<file path="config.mk">
export PLATFORM = sky130hd
export DESIGN_NAME = fdc_sector_top
export DESIGN_NICKNAME = d
export VERILOG_FILES = /design/src/rtl/fdc_pkg.sv /design/src/rtl/fdc_cmd_if.sv /design/src/rtl/fdc_sector_top.sv /design/src/rtl/fdc_status_result.sv /design/src/rtl/fdc_sector_exec.sv /design/src/rtl/fdc_cmd_decode.sv
export VERILOG_INCLUDE_DIRS = /design/src /design/src/include
export SDC_FILE = /design/constraint.sdc
export NUM_CORES = 1
export LEC_CHECK = 0
export BUFFER_PORTS_ARGS = -buffer_cell sky130_fd_sc_hd__clkbuf_2
export CAP_MARGIN = 20
export CORE_UTILIZATION = 25
export DETAILED_ROUTE_END_ITERATION = 10
export PLACE_DENSITY = 0.49
export SLEW_MARGIN = 0
export SYNTH_ARGS = -nofsm -noshare
export SYNTH_HDL_FRONTEND = slang
export SYNTH_HIERARCHICAL = 1
export SYNTH_SLANG_ARGS = --single-unit
</file>
<file path="constraint.sdc">
create_clock -name clk -period 3.23 [get_ports clk]
set_input_delay 0.646 -clock clk [delete_from_list [all_inputs] [get_ports clk]]
set_output_delay 0.646 -clock clk [all_outputs]
set_load 0.01 [all_outputs]
</file>
<file path="src/include/fdc_sector_params.svh">
// Width, head-settle and index-limit macros for the sector path
`ifndef FDC_SECTOR_PARAMS_SVH
`define FDC_SECTOR_PARAMS_SVH

// Register and ID field width
`define FDC_BYTE_W 8

// Head settle time in 1 ms ticks
`define FDC_SETTLE_MS 15

// Settle counter width, must hold FDC_SETTLE_MS
`define FDC_SETTLE_W 5

// Index pulses tolerated before record not found
`define FDC_INDEX_LIMIT 4

// Index counter width, must hold FDC_INDEX_LIMIT + 1
`define FDC_INDEX_W 3

// CRC bytes that trail each data field
`define FDC_CRC_BYTES 2

`endif
</file>
<file path="src/rtl/fdc_pkg.sv">
// Byte type, command class, execute state and result cause enums
`default_nettype none

`include "fdc_sector_params.svh"

package fdc_pkg;

	// Register, ID field and status byte
	typedef logic [`FDC_BYTE_W-1:0] fdc_byte_t;

	// Command class as seen in the upper command bits
	typedef enum logic [1:0] {
		type_i   = 2'd0,
		type_ii  = 2'd1,
		type_iii = 2'd2,
		type_iv  = 2'd3
	} fdc_cmd_class_t;

	// Sector transfer FSM
	typedef enum logic [3:0] {
		idle       = 4'd0,
		prepare    = 4'd1,
		settle     = 4'd2,
		search     = 4'd3,
		wait_dam   = 4'd4,
		read_data  = 4'd5,
		write_data = 4'd6,
		crc_skip   = 4'd7,
		cmd_end    = 4'd8
	} fdc_exec_state_t;

	// Why a command ended
	typedef enum logic [2:0] {
		ok               = 3'd0,
		not_ready        = 3'd1,
		write_protect    = 3'd2,
		record_not_found = 3'd3,
		crc_error        = 3'd4
	} fdc_result_t;

endpackage

`default_nettype wire

</file>
<file path="src/rtl/fdc_cmd_if.sv">
// Decoded command bus and execute result bus
`timescale 1ns/1ps
`default_nettype none

interface fdc_cmd_if;
	// Start strobe and held Type II fields
	logic go;
	logic write;
	logic multiple;
	logic settle;
	logic side_cmp;
	logic side;
	// Last accepted command was Type II
	logic type_ii;

	modport decode (output go, write, multiple, settle, side_cmp, side, type_ii);
	modport exec (input go, write, multiple, settle, side_cmp, side);
	modport result (input go, type_ii);
endinterface

interface fdc_res_if;
	logic                   busy;
	// One cycle end-of-command pulse, cause valid alongside
	logic                   done;
	fdc_pkg::fdc_result_t   cause;
	// Deleted mark seen on the last data field
	logic                   record_type;
	logic                   write_cmd;

	modport exec (output busy, done, cause, record_type, write_cmd);
	modport result (input busy, done, cause, record_type, write_cmd);
endinterface

`default_nettype wire

</file>
<file path="src/rtl/fdc_sector_top.sv">
// Sector path top level with decode, execute and result blocks
`timescale 1ns/1ps
`default_nettype none

module fdc_sector_top (
	input  wire logic               clk,
	input  wire logic               rst_n,
	input  wire logic               abort,
	input  wire logic               command_start,
	input  wire fdc_pkg::fdc_byte_t command,
	input  wire logic               ms_tick,
	input  wire logic               index_n,
	input  wire logic               ready_n,
	input  wire logic               wprot_n,
	input  wire fdc_pkg::fdc_byte_t track,
	input  wire fdc_pkg::fdc_byte_t sector,
	input  wire logic               idam_valid,
	input  wire fdc_pkg::fdc_byte_t idam_track,
	input  wire fdc_pkg::fdc_byte_t idam_side,
	input  wire fdc_pkg::fdc_byte_t idam_sector,
	input  wire logic               dam_valid,
	input  wire logic               dam_deleted,
	input  wire logic               dam_crc_ok,
	input  wire logic               data_rx,
	input  wire logic               drq,
	input  wire logic               intrq_ack,
	output fdc_pkg::fdc_byte_t      status,
	output logic                    intrq,
	output logic                    hld,
	output logic                    enable_read_data,
	output fdc_pkg::fdc_byte_t      sector_out,
	output logic                    sector_write
);

	fdc_cmd_if cmd_bus ();
	fdc_res_if res_bus ();

	fdc_cmd_decode i_fdc_cmd_decode (
		.clk(clk), .rst_n(rst_n), .abort(abort),
		.command_start(command_start), .command(command),
		.busy(res_bus.busy), .cmd(cmd_bus.decode)
	);

	fdc_sector_exec i_fdc_sector_exec (
		.clk(clk), .rst_n(rst_n), .abort(abort),
		.cmd(cmd_bus.exec), .res(res_bus.exec),
		.ms_tick(ms_tick), .index_n(index_n), .ready_n(ready_n), .wprot_n(wprot_n),
		.track(track), .sector(sector),
		.idam_valid(idam_valid), .idam_track(idam_track),
		.idam_side(idam_side), .idam_sector(idam_sector),
		.dam_valid(dam_valid), .dam_deleted(dam_deleted), .dam_crc_ok(dam_crc_ok),
		.data_rx(data_rx), .drq(drq),
		.hld(hld), .enable_read_data(enable_read_data),
		.sector_out(sector_out), .sector_write(sector_write)
	);

	fdc_status_result i_fdc_status_result (
		.clk(clk), .rst_n(rst_n), .abort(abort),
		.cmd(cmd_bus.result), .res(res_bus.result),
		.ready_n(ready_n), .drq(drq), .intrq_ack(intrq_ack),
		.status(status), .intrq(intrq)
	);

endmodule

`default_nettype wire

</file>
<file path="src/rtl/fdc_status_result.sv">
// Type II status flags, status byte assembly and interrupt request
`timescale 1ns/1ps
`default_nettype none

module fdc_status_result (
	input  wire logic          clk,
	input  wire logic          rst_n,
	input  wire logic          abort,
	fdc_cmd_if.result          cmd,
	fdc_res_if.result          res,
	input  wire logic          ready_n,
	input  wire logic          drq,
	input  wire logic          intrq_ack,
	output fdc_pkg::fdc_byte_t status,
	output logic               intrq
);

	logic wp_flag;
	logic rnf_flag;
	logic crc_flag;
	logic rec_bit;

	// Bit 5 is write fault on writes, never raised here
	assign rec_bit = res.write_cmd ? 1'b0 : res.record_type;

	// Lost data in bit 2 is not detected
	assign status = cmd.type_ii
		? {ready_n, wp_flag, rec_bit, rnf_flag, crc_flag, 1'b0, drq, res.busy}
		: '0;

	always_ff @(posedge clk or negedge rst_n) begin
		if (!rst_n) begin
			wp_flag  <= 1'b0;
			rnf_flag <= 1'b0;
			crc_flag <= 1'b0;
		end else if (abort) begin
			wp_flag  <= 1'b0;
			rnf_flag <= 1'b0;
			crc_flag <= 1'b0;
		end else if (cmd.go) begin
			wp_flag  <= 1'b0;
			rnf_flag <= 1'b0;
			crc_flag <= 1'b0;
		end else if (res.done) begin
			// Cause is only meaningful with done
			wp_flag  <= (res.cause == fdc_pkg::write_protect);
			rnf_flag <= (res.cause == fdc_pkg::record_not_found);
			crc_flag <= (res.cause == fdc_pkg::crc_error);
		end
	end

	// Set one cycle after done, a new command or an ack clears it
	always_ff @(posedge clk or negedge rst_n) begin
		if (!rst_n)
			intrq <= 1'b0;
		else if (abort)
			intrq <= 1'b0;
		else if (res.done)
			intrq <= 1'b1;
		else if (intrq_ack || cmd.go)
			intrq <= 1'b0;
	end

endmodule

`default_nettype wire

</file>
<file path="src/rtl/fdc_sector_exec.sv">
// Sector search and transfer FSM with settle, index and CRC byte counters
`timescale 1ns/1ps
`default_nettype none

`include "fdc_sector_params.svh"

module fdc_sector_exec (
	input  wire logic               clk,
	input  wire logic               rst_n,
	input  wire logic               abort,
	fdc_cmd_if.exec                 cmd,
	fdc_res_if.exec                 res,
	input  wire logic               ms_tick,
	input  wire logic               index_n,
	input  wire logic               ready_n,
	input  wire logic               wprot_n,
	input  wire fdc_pkg::fdc_byte_t track,
	input  wire fdc_pkg::fdc_byte_t sector,
	input  wire logic               idam_valid,
	input  wire fdc_pkg::fdc_byte_t idam_track,
	input  wire fdc_pkg::fdc_byte_t idam_side,
	input  wire fdc_pkg::fdc_byte_t idam_sector,
	input  wire logic               dam_valid,
	input  wire logic               dam_deleted,
	input  wire logic               dam_crc_ok,
	input  wire logic               data_rx,
	input  wire logic               drq,
	output logic                    hld,
	output logic                    enable_read_data,
	output fdc_pkg::fdc_byte_t      sector_out,
	output logic                    sector_write
);

	localparam int crc_cnt_w = $clog2(`FDC_CRC_BYTES + 1);

	fdc_pkg::fdc_exec_state_t state;
	logic [`FDC_SETTLE_W-1:0] wait_cnt;
	logic [`FDC_INDEX_W-1:0]  index_cnt;
	logic [crc_cnt_w-1:0]     crc_cnt;
	logic index_q;
	logic index_fall;
	logic id_match;
	logic index_over;

	assign index_fall = index_q && !index_n;

	// Fifth index edge since search began
	assign index_over = index_fall && (index_cnt >= `FDC_INDEX_W'(`FDC_INDEX_LIMIT));

	// ID compare, side bit only checked on request
	assign id_match = idam_valid && !dam_valid
		&& (idam_track == track) && (idam_sector == sector)
		&& (!cmd.side_cmp || (idam_side[0] == cmd.side));

	assign res.busy = (state != fdc_pkg::idle);
	assign enable_read_data = (state == fdc_pkg::read_data);

	always_ff @(posedge clk or negedge rst_n) begin
		if (!rst_n) begin
			state           <= fdc_pkg::idle;
			hld             <= 1'b0;
			sector_write    <= 1'b0;
			res.done        <= 1'b0;
			res.cause       <= fdc_pkg::ok;
			res.record_type <= 1'b0;
			res.write_cmd   <= 1'b0;
			wait_cnt        <= '0;
			index_cnt       <= '0;
			crc_cnt         <= '0;
			index_q         <= 1'b1;
		end else if (abort) begin
			// Force interrupt drops the command at once
			state           <= fdc_pkg::idle;
			hld             <= 1'b0;
			sector_write    <= 1'b0;
			res.done        <= 1'b0;
			res.record_type <= 1'b0;
			index_q         <= index_n;
		end else begin
			res.done     <= 1'b0;
			sector_write <= 1'b0;
			index_q      <= index_n;
			if (index_fall)
				index_cnt <= index_cnt + 1'b1;
			case (state)
				fdc_pkg::idle: begin
					if (cmd.go) begin
						res.record_type <= 1'b0;
						res.write_cmd   <= cmd.write;
						state           <= fdc_pkg::prepare;
					end
				end
				fdc_pkg::prepare: begin
					if (ready_n) begin
						res.done  <= 1'b1;
						res.cause <= fdc_pkg::not_ready;
						state     <= fdc_pkg::idle;
					end else begin
						// Head stays loaded once a command found the drive ready
						hld      <= 1'b1;
						wait_cnt <= cmd.settle ? `FDC_SETTLE_W'(`FDC_SETTLE_MS) : '0;
						state    <= fdc_pkg::settle;
					end
				end
				fdc_pkg::settle: begin
					if (wait_cnt != '0) begin
						if (ms_tick)
							wait_cnt <= wait_cnt - 1'b1;
					end else if (cmd.write && !wprot_n) begin
						res.done  <= 1'b1;
						res.cause <= fdc_pkg::write_protect;
						state     <= fdc_pkg::idle;
					end else begin
						index_cnt <= '0;
						state     <= fdc_pkg::search;
					end
				end
				fdc_pkg::search: begin
					if (index_over) begin
						res.done  <= 1'b1;
						res.cause <= fdc_pkg::record_not_found;
						state     <= fdc_pkg::idle;
					end else if (id_match) begin
						state <= fdc_pkg::wait_dam;
					end
				end
				fdc_pkg::wait_dam: begin
					if (index_over) begin
						res.done  <= 1'b1;
						res.cause <= fdc_pkg::record_not_found;
						state     <= fdc_pkg::idle;
					end else if (dam_valid) begin
						res.record_type <= dam_deleted;
						state <= cmd.write ? fdc_pkg::write_data : fdc_pkg::read_data;
					end else if (!idam_valid) begin
						// Gap window closed without a data mark
						state <= fdc_pkg::search;
					end
				end
				fdc_pkg::read_data: begin
					if (!dam_valid) begin
						crc_cnt <= crc_cnt_w'(`FDC_CRC_BYTES);
						state   <= fdc_pkg::crc_skip;
					end
				end
				fdc_pkg::write_data: begin
					// Drive side frames the write, no CRC to check here
					if (!dam_valid)
						state <= fdc_pkg::cmd_end;
				end
				fdc_pkg::crc_skip: begin
					if (crc_cnt != '0) begin
						if (data_rx)
							crc_cnt <= crc_cnt - 1'b1;
					end else if (!dam_crc_ok) begin
						res.done  <= 1'b1;
						res.cause <= fdc_pkg::crc_error;
						state     <= fdc_pkg::idle;
					end else if (cmd.multiple) begin
						// Next sector, no settle delay on the way back to search
						sector_write <= 1'b1;
						wait_cnt     <= '0;
						state        <= fdc_pkg::settle;
					end else begin
						state <= fdc_pkg::cmd_end;
					end
				end
				fdc_pkg::cmd_end: begin
					// Hold off until the host took the last byte
					if (!drq) begin
						res.done  <= 1'b1;
						res.cause <= fdc_pkg::ok;
						state     <= fdc_pkg::idle;
					end
				end
				default: state <= fdc_pkg::idle;
			endcase
		end
	end

	// Next sector number, valid with sector_write
	always_ff @(posedge clk) begin
		if (state == fdc_pkg::crc_skip)
			sector_out <= sector + 1'b1;
	end

endmodule

`default_nettype wire

</file>
<file path="src/rtl/fdc_cmd_decode.sv">
// Type II command acceptance and field holding registers
`timescale 1ns/1ps
`default_nettype none

module fdc_cmd_decode (
	input  wire logic              clk,
	input  wire logic              rst_n,
	input  wire logic              abort,
	input  wire logic              command_start,
	input  wire fdc_pkg::fdc_byte_t command,
	input  wire logic              busy,
	fdc_cmd_if.decode              cmd
);

	fdc_pkg::fdc_cmd_class_t cmd_class;
	logic accept;

	// Class from the top two bits
	// Force interrupt (0xD0 style) falls in Type IV
	always_comb begin
		case (command[7:6])
			2'b00, 2'b01: cmd_class = fdc_pkg::type_i;
			2'b10: cmd_class = fdc_pkg::type_ii;
			default: cmd_class = (command[5:4] == 2'b01) ? fdc_pkg::type_iv
				: fdc_pkg::type_iii;
		endcase
	end

	// A pending go counts as busy since execute is still idle
	assign accept = command_start && !busy && !cmd.go;

	always_ff @(posedge clk or negedge rst_n) begin
		if (!rst_n) begin
			cmd.go      <= 1'b0;
			cmd.type_ii <= 1'b0;
		end else if (abort) begin
			// A pending start is dropped and the status view stays
			cmd.go <= 1'b0;
		end else begin
			cmd.go <= accept && (cmd_class == fdc_pkg::type_ii);
			if (accept)
				cmd.type_ii <= (cmd_class == fdc_pkg::type_ii);
		end
	end

	// Field bits held until the next accepted Type II byte
	always_ff @(posedge clk) begin
		if (accept && (cmd_class == fdc_pkg::type_ii)) begin
			cmd.write    <= command[5];
			cmd.multiple <= command[4];
			cmd.side     <= command[3];
			cmd.settle   <= command[2];
			cmd.side_cmp <= command[1];
		end
	end

endmodule

`default_nettype wire

</file>
; ---- Word level (Yosys, flattened, before mapping)
; Cells that the tools add are included.
[totals]
reg_bits = 42
inputBits = 63
out_inout_bits = 20
word_cells = 194
[classes]
n_addsub = 4
magnitude_cmp = 1
eq_ne = 44
mux = 81
bitwise = 1
reduce_logical = 40
[ops]
columns = cell, n
row1 = $mux 4, 15
row2 = $pmux 4 s9, 1
row3 = $mux 1, 35
row4 = $mux 3, 11
row5 = $mux 5, 6
row6 = $ne 2x2->1 const B, 12
row7 = $ne 3x3->1 const B, 8
row8 = $eq 4x3->1 const B, 4
row9 = $eq 8x8->1, 2
row10 = $reduce_and 8->1, 2
row11 = $pmux 3 s5, 1
row12 = $pmux 5 s3, 1
row13 = $mux 2, 6
row14 = $reduce_bool 3->1, 4
row15 = $logic_and 1x1->1, 10
row16 = $reduce_bool 5->1, 2
row17 = $reduce_and 9->1, 1
row18 = $add 8x1->8 const B, 1
row19 = $eq 4x2->1 const B, 2
row20 = $mux 8, 1
row21 = $ne 2x1->1 const B, 4
row22 = $pmux 2 s2, 2
row23 = $eq 2x1->1 const B, 3
row24 = $eq 3x2->1 const B, 2
row25 = 25 further kinds, 35

; ---- Logic depth before layout (Yosys ltp)
[depth]
ltp_word = 9
ltp_mapped = 9
mapped_depth_nobuf = 8

; ---- Modules after synthesis
; The synthesis kept the hierarchy.
[modules_own_cells]
columns = mod, instances, cells_each, area_each_um2, seq_area_each_um2
row1 = fdc_sector_exec, 1, 225, 2040.7, 817.0
row2 = fdc_cmd_decode, 1, 13, 261.5, 200.2
row3 = fdc_status_result, 1, 26, 246.5, 100.1

; ---- Worst setup path after synthesis
; Ideal clock, no wire load.
[synth_timing]
path_kind = reg2reg
from = register i_fdc_sector_exec.state[0]
to = register i_fdc_cmd_decode.cmd.multiple (enable)
setup_time_ps = 384
arrival_ps = 1534
required_time_ps = 2846
slack_ps = 1312
stages_incl_launch_ff = 5
path_buffers = 1
synth_period_minus_slack_ps = 1918
path_cell_list = dfrtp_1 > buf_2 > nor2_1 > nand2_1 > nor4b_1
[synth_via]
elab_chain_cells = 5
[synth_rtl]
columns = item, line_no
row1 = "start, declared", fdc_sector_exec.sv:36  ; fdc_pkg::fdc_exec_state_t state;
row2 = "start signal, assigned", fdc_sector_exec.sv:60  ; state <= fdc_pkg::idle;
row3 = "start signal, assigned", fdc_sector_exec.sv:73  ; state <= fdc_pkg::idle;
row4 = "start signal, assigned", fdc_sector_exec.sv:90  ; state <= fdc_pkg::prepare;
row5 = $reduce_bool 4->1, fdc_sector_exec.sv:55  ; assign res.busy = (state != fdc_pkg::idle);
row6 = named net res_bus.busy, fdc_cmd_if.sv:22  ; logic busy;
row7 = $logic_not 1->1, fdc_cmd_decode.sv:30  ; assign accept = command_start && !busy && !cmd.go;
row8 = $logic_and 1x1->1 (2 in a row), fdc_cmd_decode.sv:30
row9 = $logic_and 1x1->1, fdc_cmd_decode.sv:48  ; if (accept && (cmd_class == fdc_pkg::type_ii)) begin
row10 = "end signal, assigned", fdc_cmd_decode.sv:50  ; cmd.multiple <= command[4];
row11 = "end, declared", fdc_cmd_if.sv:16  ; modport decode (output go, write, multiple, settle, side_cmp, side, type_ii);
; The timed path passes the listed nets, and every way through them passes these cells.
; A chain may end at the register's enable or synchronous reset.

; ---- Worst setup path in the final report
[layout_timing]
from = register i_fdc_sector_exec.state[0]
to = output status[0]
[layout_via]
elab_chain_cells = 2
[layout_rtl]
columns = item, line_no
row1 = $reduce_bool 4->1, fdc_sector_exec.sv:55
row2 = named net res_bus.busy, fdc_cmd_if.sv:22
row3 = $mux 8, fdc_status_result.sv:28  ; ? {ready_n, wp_flag, rec_bit, rnf_flag, crc_flag, 1'b0, drq, res.busy}
row4 = "end, declared", fdc_sector_top.sv:27  ; output fdc_pkg::fdc_byte_t status,
; The timed path passes the listed nets, and every way through them passes these cells.

==> impl_metrics.csv <==
group,metric,value,unit
outcome,status,"completed",
place,gp_congestion,0.8812,
global_route,grt_pass1_vias,2144,
logic_synthesis,muxShareOfSynthArea,3.338,%
route,routed_via_density,4.709,
sta,setup_ws,0.7085,ns
logic_synthesis,ys_seq_area_share,43.84,%
place,dpl_worst_slack,0.8406,ns
sta,min_period,2.522,ns
critical_path,startpoint,"i_fdc_sector_exec/state[0]$_DFFE_PN0P_",
power_and_ir_drop,max-vdd-ir-drop,0.0001582,V
floorplan,rows,36,
sta,tightestPinTransition,0.7611,ns
critical_path,critPathKind,"register to output pin",
floorplan,start_util,25.96,%
clock_tree,hold_buffers,0,
sta,finalClockSkew,0.005184,ns
place,portBuffers,73,
place,placed_cell_area,3049,um2
sta,post-route-period-util,78.07,%
sta,hold_ws,0.4020,ns
route,drtIter0Drc,130,
logic_synthesis,synth_area_per_cell,9.654,um2
route,drtAntennaViolNets,0,
cells_and_area,fillCellCount,1089,
critical_path,reg2reg_to,"i_fdc_sector_exec/res.cause[1]$_DFFE_PN0P_",
clock_tree,clkTransAtPathRegs,0.08,ns
place,hpwlAfterDp,4961,um
clock_tree,clockBufferDepth,2,
global_route,grt_usage,13.11,%
sta,setup_viol_count_final,0,
sta,max_slew_margin,49.26,%
logic_synthesis,synth_edf_count,13,
critical_path,critPathArrivalTime,1.88,ns
logic_synthesis,yosys.area_share.xor_xnor,8.935,%
cells_and_area,multi_input_area,1325,um2
critical_path,critPathCapture,"status[0]",
cells_and_area,seqCellArea,1117,um2
route,vias,2218,
cells_and_area,syn2layout_area_growth,23.81,%
floorplan,fp.coreArea,9819,um2
cells_and_area,antenna_cells,0,
logic_synthesis,synthesis.area,2549,um2
clock_tree,htree_levels,2,
logic_synthesis,synth_ff_type,"dfrtp_1",
sta,max_freq,0.3966,GHz
route,finalWirelength,6470,um
logic_synthesis,syn_nets,332,
logic_synthesis,synthAdderAreaFrac,2.455,%
critical_path,reg2regPathDepth,6,
clock_tree,clkLatencyLatePin,0.30,ns
floorplan,die_y,103.0,um
logic_synthesis,synth_simple_gate_area_share,24.74,%
sta,fin_tns_setup,0,ns
route,drc,0,
logic_synthesis,synthCells,264,
cells_and_area,drive_above_1_share,27.51,%
logic_synthesis,synth-seq-cells,42,
critical_path,worstPathRequired,2.58,ns
global_route,grt_pass1_wl,10470,um
power_and_ir_drop,p_leak,0.001380,uW
critical_path,r2r_start,"i_fdc_sector_exec/state[1]$_DFFE_PN0P_",
clock_tree,cts_setup_buffers,0,
critical_path,worstPathMaxFanout,21,
global_route,grt_antenna_before_repair,0,
power_and_ir_drop,power_density,543.3,nW/um2
logic_synthesis,synth_warnings,6,
critical_path,start_kind,"register",
power_and_ir_drop,total_power,1714,uW
global_route,grt_max_degree,30,
cells_and_area,fin_nets,405,
critical_path,worstSetupEndpointType,"output pin",
sta,hold_viol,0,
min_path,hold_path.class,"input port to async pin",
logic_synthesis,yosys.cell_types.count,60,
clock_tree,cts_resized,0,
sta,rsz0062_at_grt,"false",
clock_tree,numCtsBuffers,5,
global_route,gr-total-overflow,0,
job,drv_cap,0,
floorplan,io_pins,83,
route,wl_per_cell,13.74,um
cells_and_area,stdcell_area,3156,um2
critical_path,r2r_slack,1.00,ns
route,drt_pass1_iterations,4,
logic_synthesis,synth_top_family_by_area,"simple AND/OR/NAND/NOR gates",
floorplan,dieArea,10600,um2
floorplan,fp.dieW,103.0,um
clock_tree,cts_tree,"built",
logic_synthesis,synth-compound-area-share,12.37,%
clock_tree,clkSinkCount,42,
sta,drv_slew,0,
logic_synthesis,async_flop_share,69.05,%
clock_tree,cts_root_buf,"clkbuf_8",
## cell families (layout without fill, tap and decap cells)
kind of cell	after synthesis	count (layout)
buf+inv	24	98
flops	42	42
mux	8	8
other cells	1	1
xor+xnor	26	26
compound gates	48	48
simple gates	110	110
fa+ha+maj	5	5
## worst min-delay path by stage
stage / cells past startpoint / to / slack, ns / startpoint
after global routing: 1 / i_fdc_sector_exec/index_q$_DFF_PN1_ / 0.44 / index_n
final: 1 / i_fdc_status_result/crc_flag$_DFFE_PN0P_ / 0.40 / rst_n
after detailed placement: 1 / i_fdc_sector_exec/crc_cnt[0]$_DFFE_PN0P_ / 0.49 / i_fdc_sector_exec/crc_cnt[0]$_DFFE_PN0P_
after CTS: 1 / i_fdc_sector_exec/res.write_cmd$_DFFE_PN0P_ / 0.44 / rst_n
after global placement: 1 / i_fdc_sector_exec/res.write_cmd$_DFFE_PN0P_ / 0.48 / i_fdc_sector_exec/res.write_cmd$_DFFE_PN0P_
after floorplan: 0 / i_fdc_cmd_decode/cmd.go$_DFF_PN0_ / 0.35 / rst_n
## per-layer routing
layer | part of all wire (%) | wire length [um] | vias to the layer above | GRT usage, %
met5 | 0 | 0 | - | 0
met4 | 0.63 | 41 | 0 | 2.600
met3 | 8.1 | 525 | 6 | 4.746
met2 | 46 | 2966 | 82 | 22.10
met1 | 45 | 2937 | 1032 | 16.14
li1 | - | - | 1098 | -
## synthesized netlist by cell type, types with 6 or more instances
| library cell | n | area share (%) |
|---|---|---|
| inv_1 | 13 | 1.9 |
| o21ai_0 | 8 | 1.6 |
| xor2_1 | 19 | 6.5 |
| nor3_1 | 10 | 2.0 |
| a21oi_1 | 16 | 3.1 |
| nor2_1 | 18 | 2.7 |
| and2_1 | 6 | 1.5 |
| xnor2_1 | 7 | 2.4 |
| nand3_1 | 16 | 3.1 |
| nand2b_1 | 9 | 2.2 |
| edfxtp_1 | 13 | 15 |
| nand2_1 | 18 | 2.7 |
| dfrtp_1 | 28 | 27 |
## state kept, by name, summed over array words and instances (netlist names), 2 cells and up
register	flops
i_fdc_sector_exec/crc_cnt	2
i_fdc_sector_exec/wait_cnt	5
i_fdc_sector_exec/res.cause	3
i_fdc_sector_exec/state	4
i_fdc_sector_exec/index_cnt	3
i_fdc_sector_exec/sector_out	8
## through the flow
stage | instances | utilization, %
floorplan | 264 | -
global placement | 463 | 31.05
detailed placement | 463 | 31.05
CTS | 471 | 32.14
global route | 471 | 32.14
finish | 471 | 32.14
## placed cells by master, fill, tap and decap left out, drive strengths merged, types with 2 or more instances in the layout
master / n
and3: 2
and3b: 2
a22oi: 2
nor2: 19
nor3: 10
nand2b: 9
nand3: 16
nor4: 4
a21oi: 16
a31oi: 2
nand2: 18
a311oi: 2
o22ai: 3
clkbuf: 80
and2: 7
buf: 3
nand4: 4
and2b: 2
ha: 5
xor2: 19
nand4bb: 2
nor2b: 3
inv: 14
mux2: 4
dfrtp: 28
nor4b: 3
nor3b: 2
xnor2: 7
edfxtp: 13
a22o: 2
o21ai: 12
nand4b: 2
mux2i: 4
## area by class of cell
| class | instances | share of cell area [%] |
|---|---|---|
| clock buffers | 7 | 2.419 |
| clock inverters | 1 | 0.9516 |
| well taps | 133 | 5.274 |
| inverters | 14 | 1.665 |
| repair buffers | 76 | 12.29 |
| multi-input cells | 198 | 41.99 |
| flip-flops and latches | 42 | 35.41 |
## where the power goes
part           internal [uW]  switching [uW]
sequential               643             131
combinational            246             280
clock                    231             183
## worst max-delay path: stages (launching register included)
cell and delay (ns):
dfrtp_1 0.65, nor2_1 0.42, nand2_1 0.19, and2_1 0.20, clkbuf_2 0.12
(Power assumes the default switching activity.)
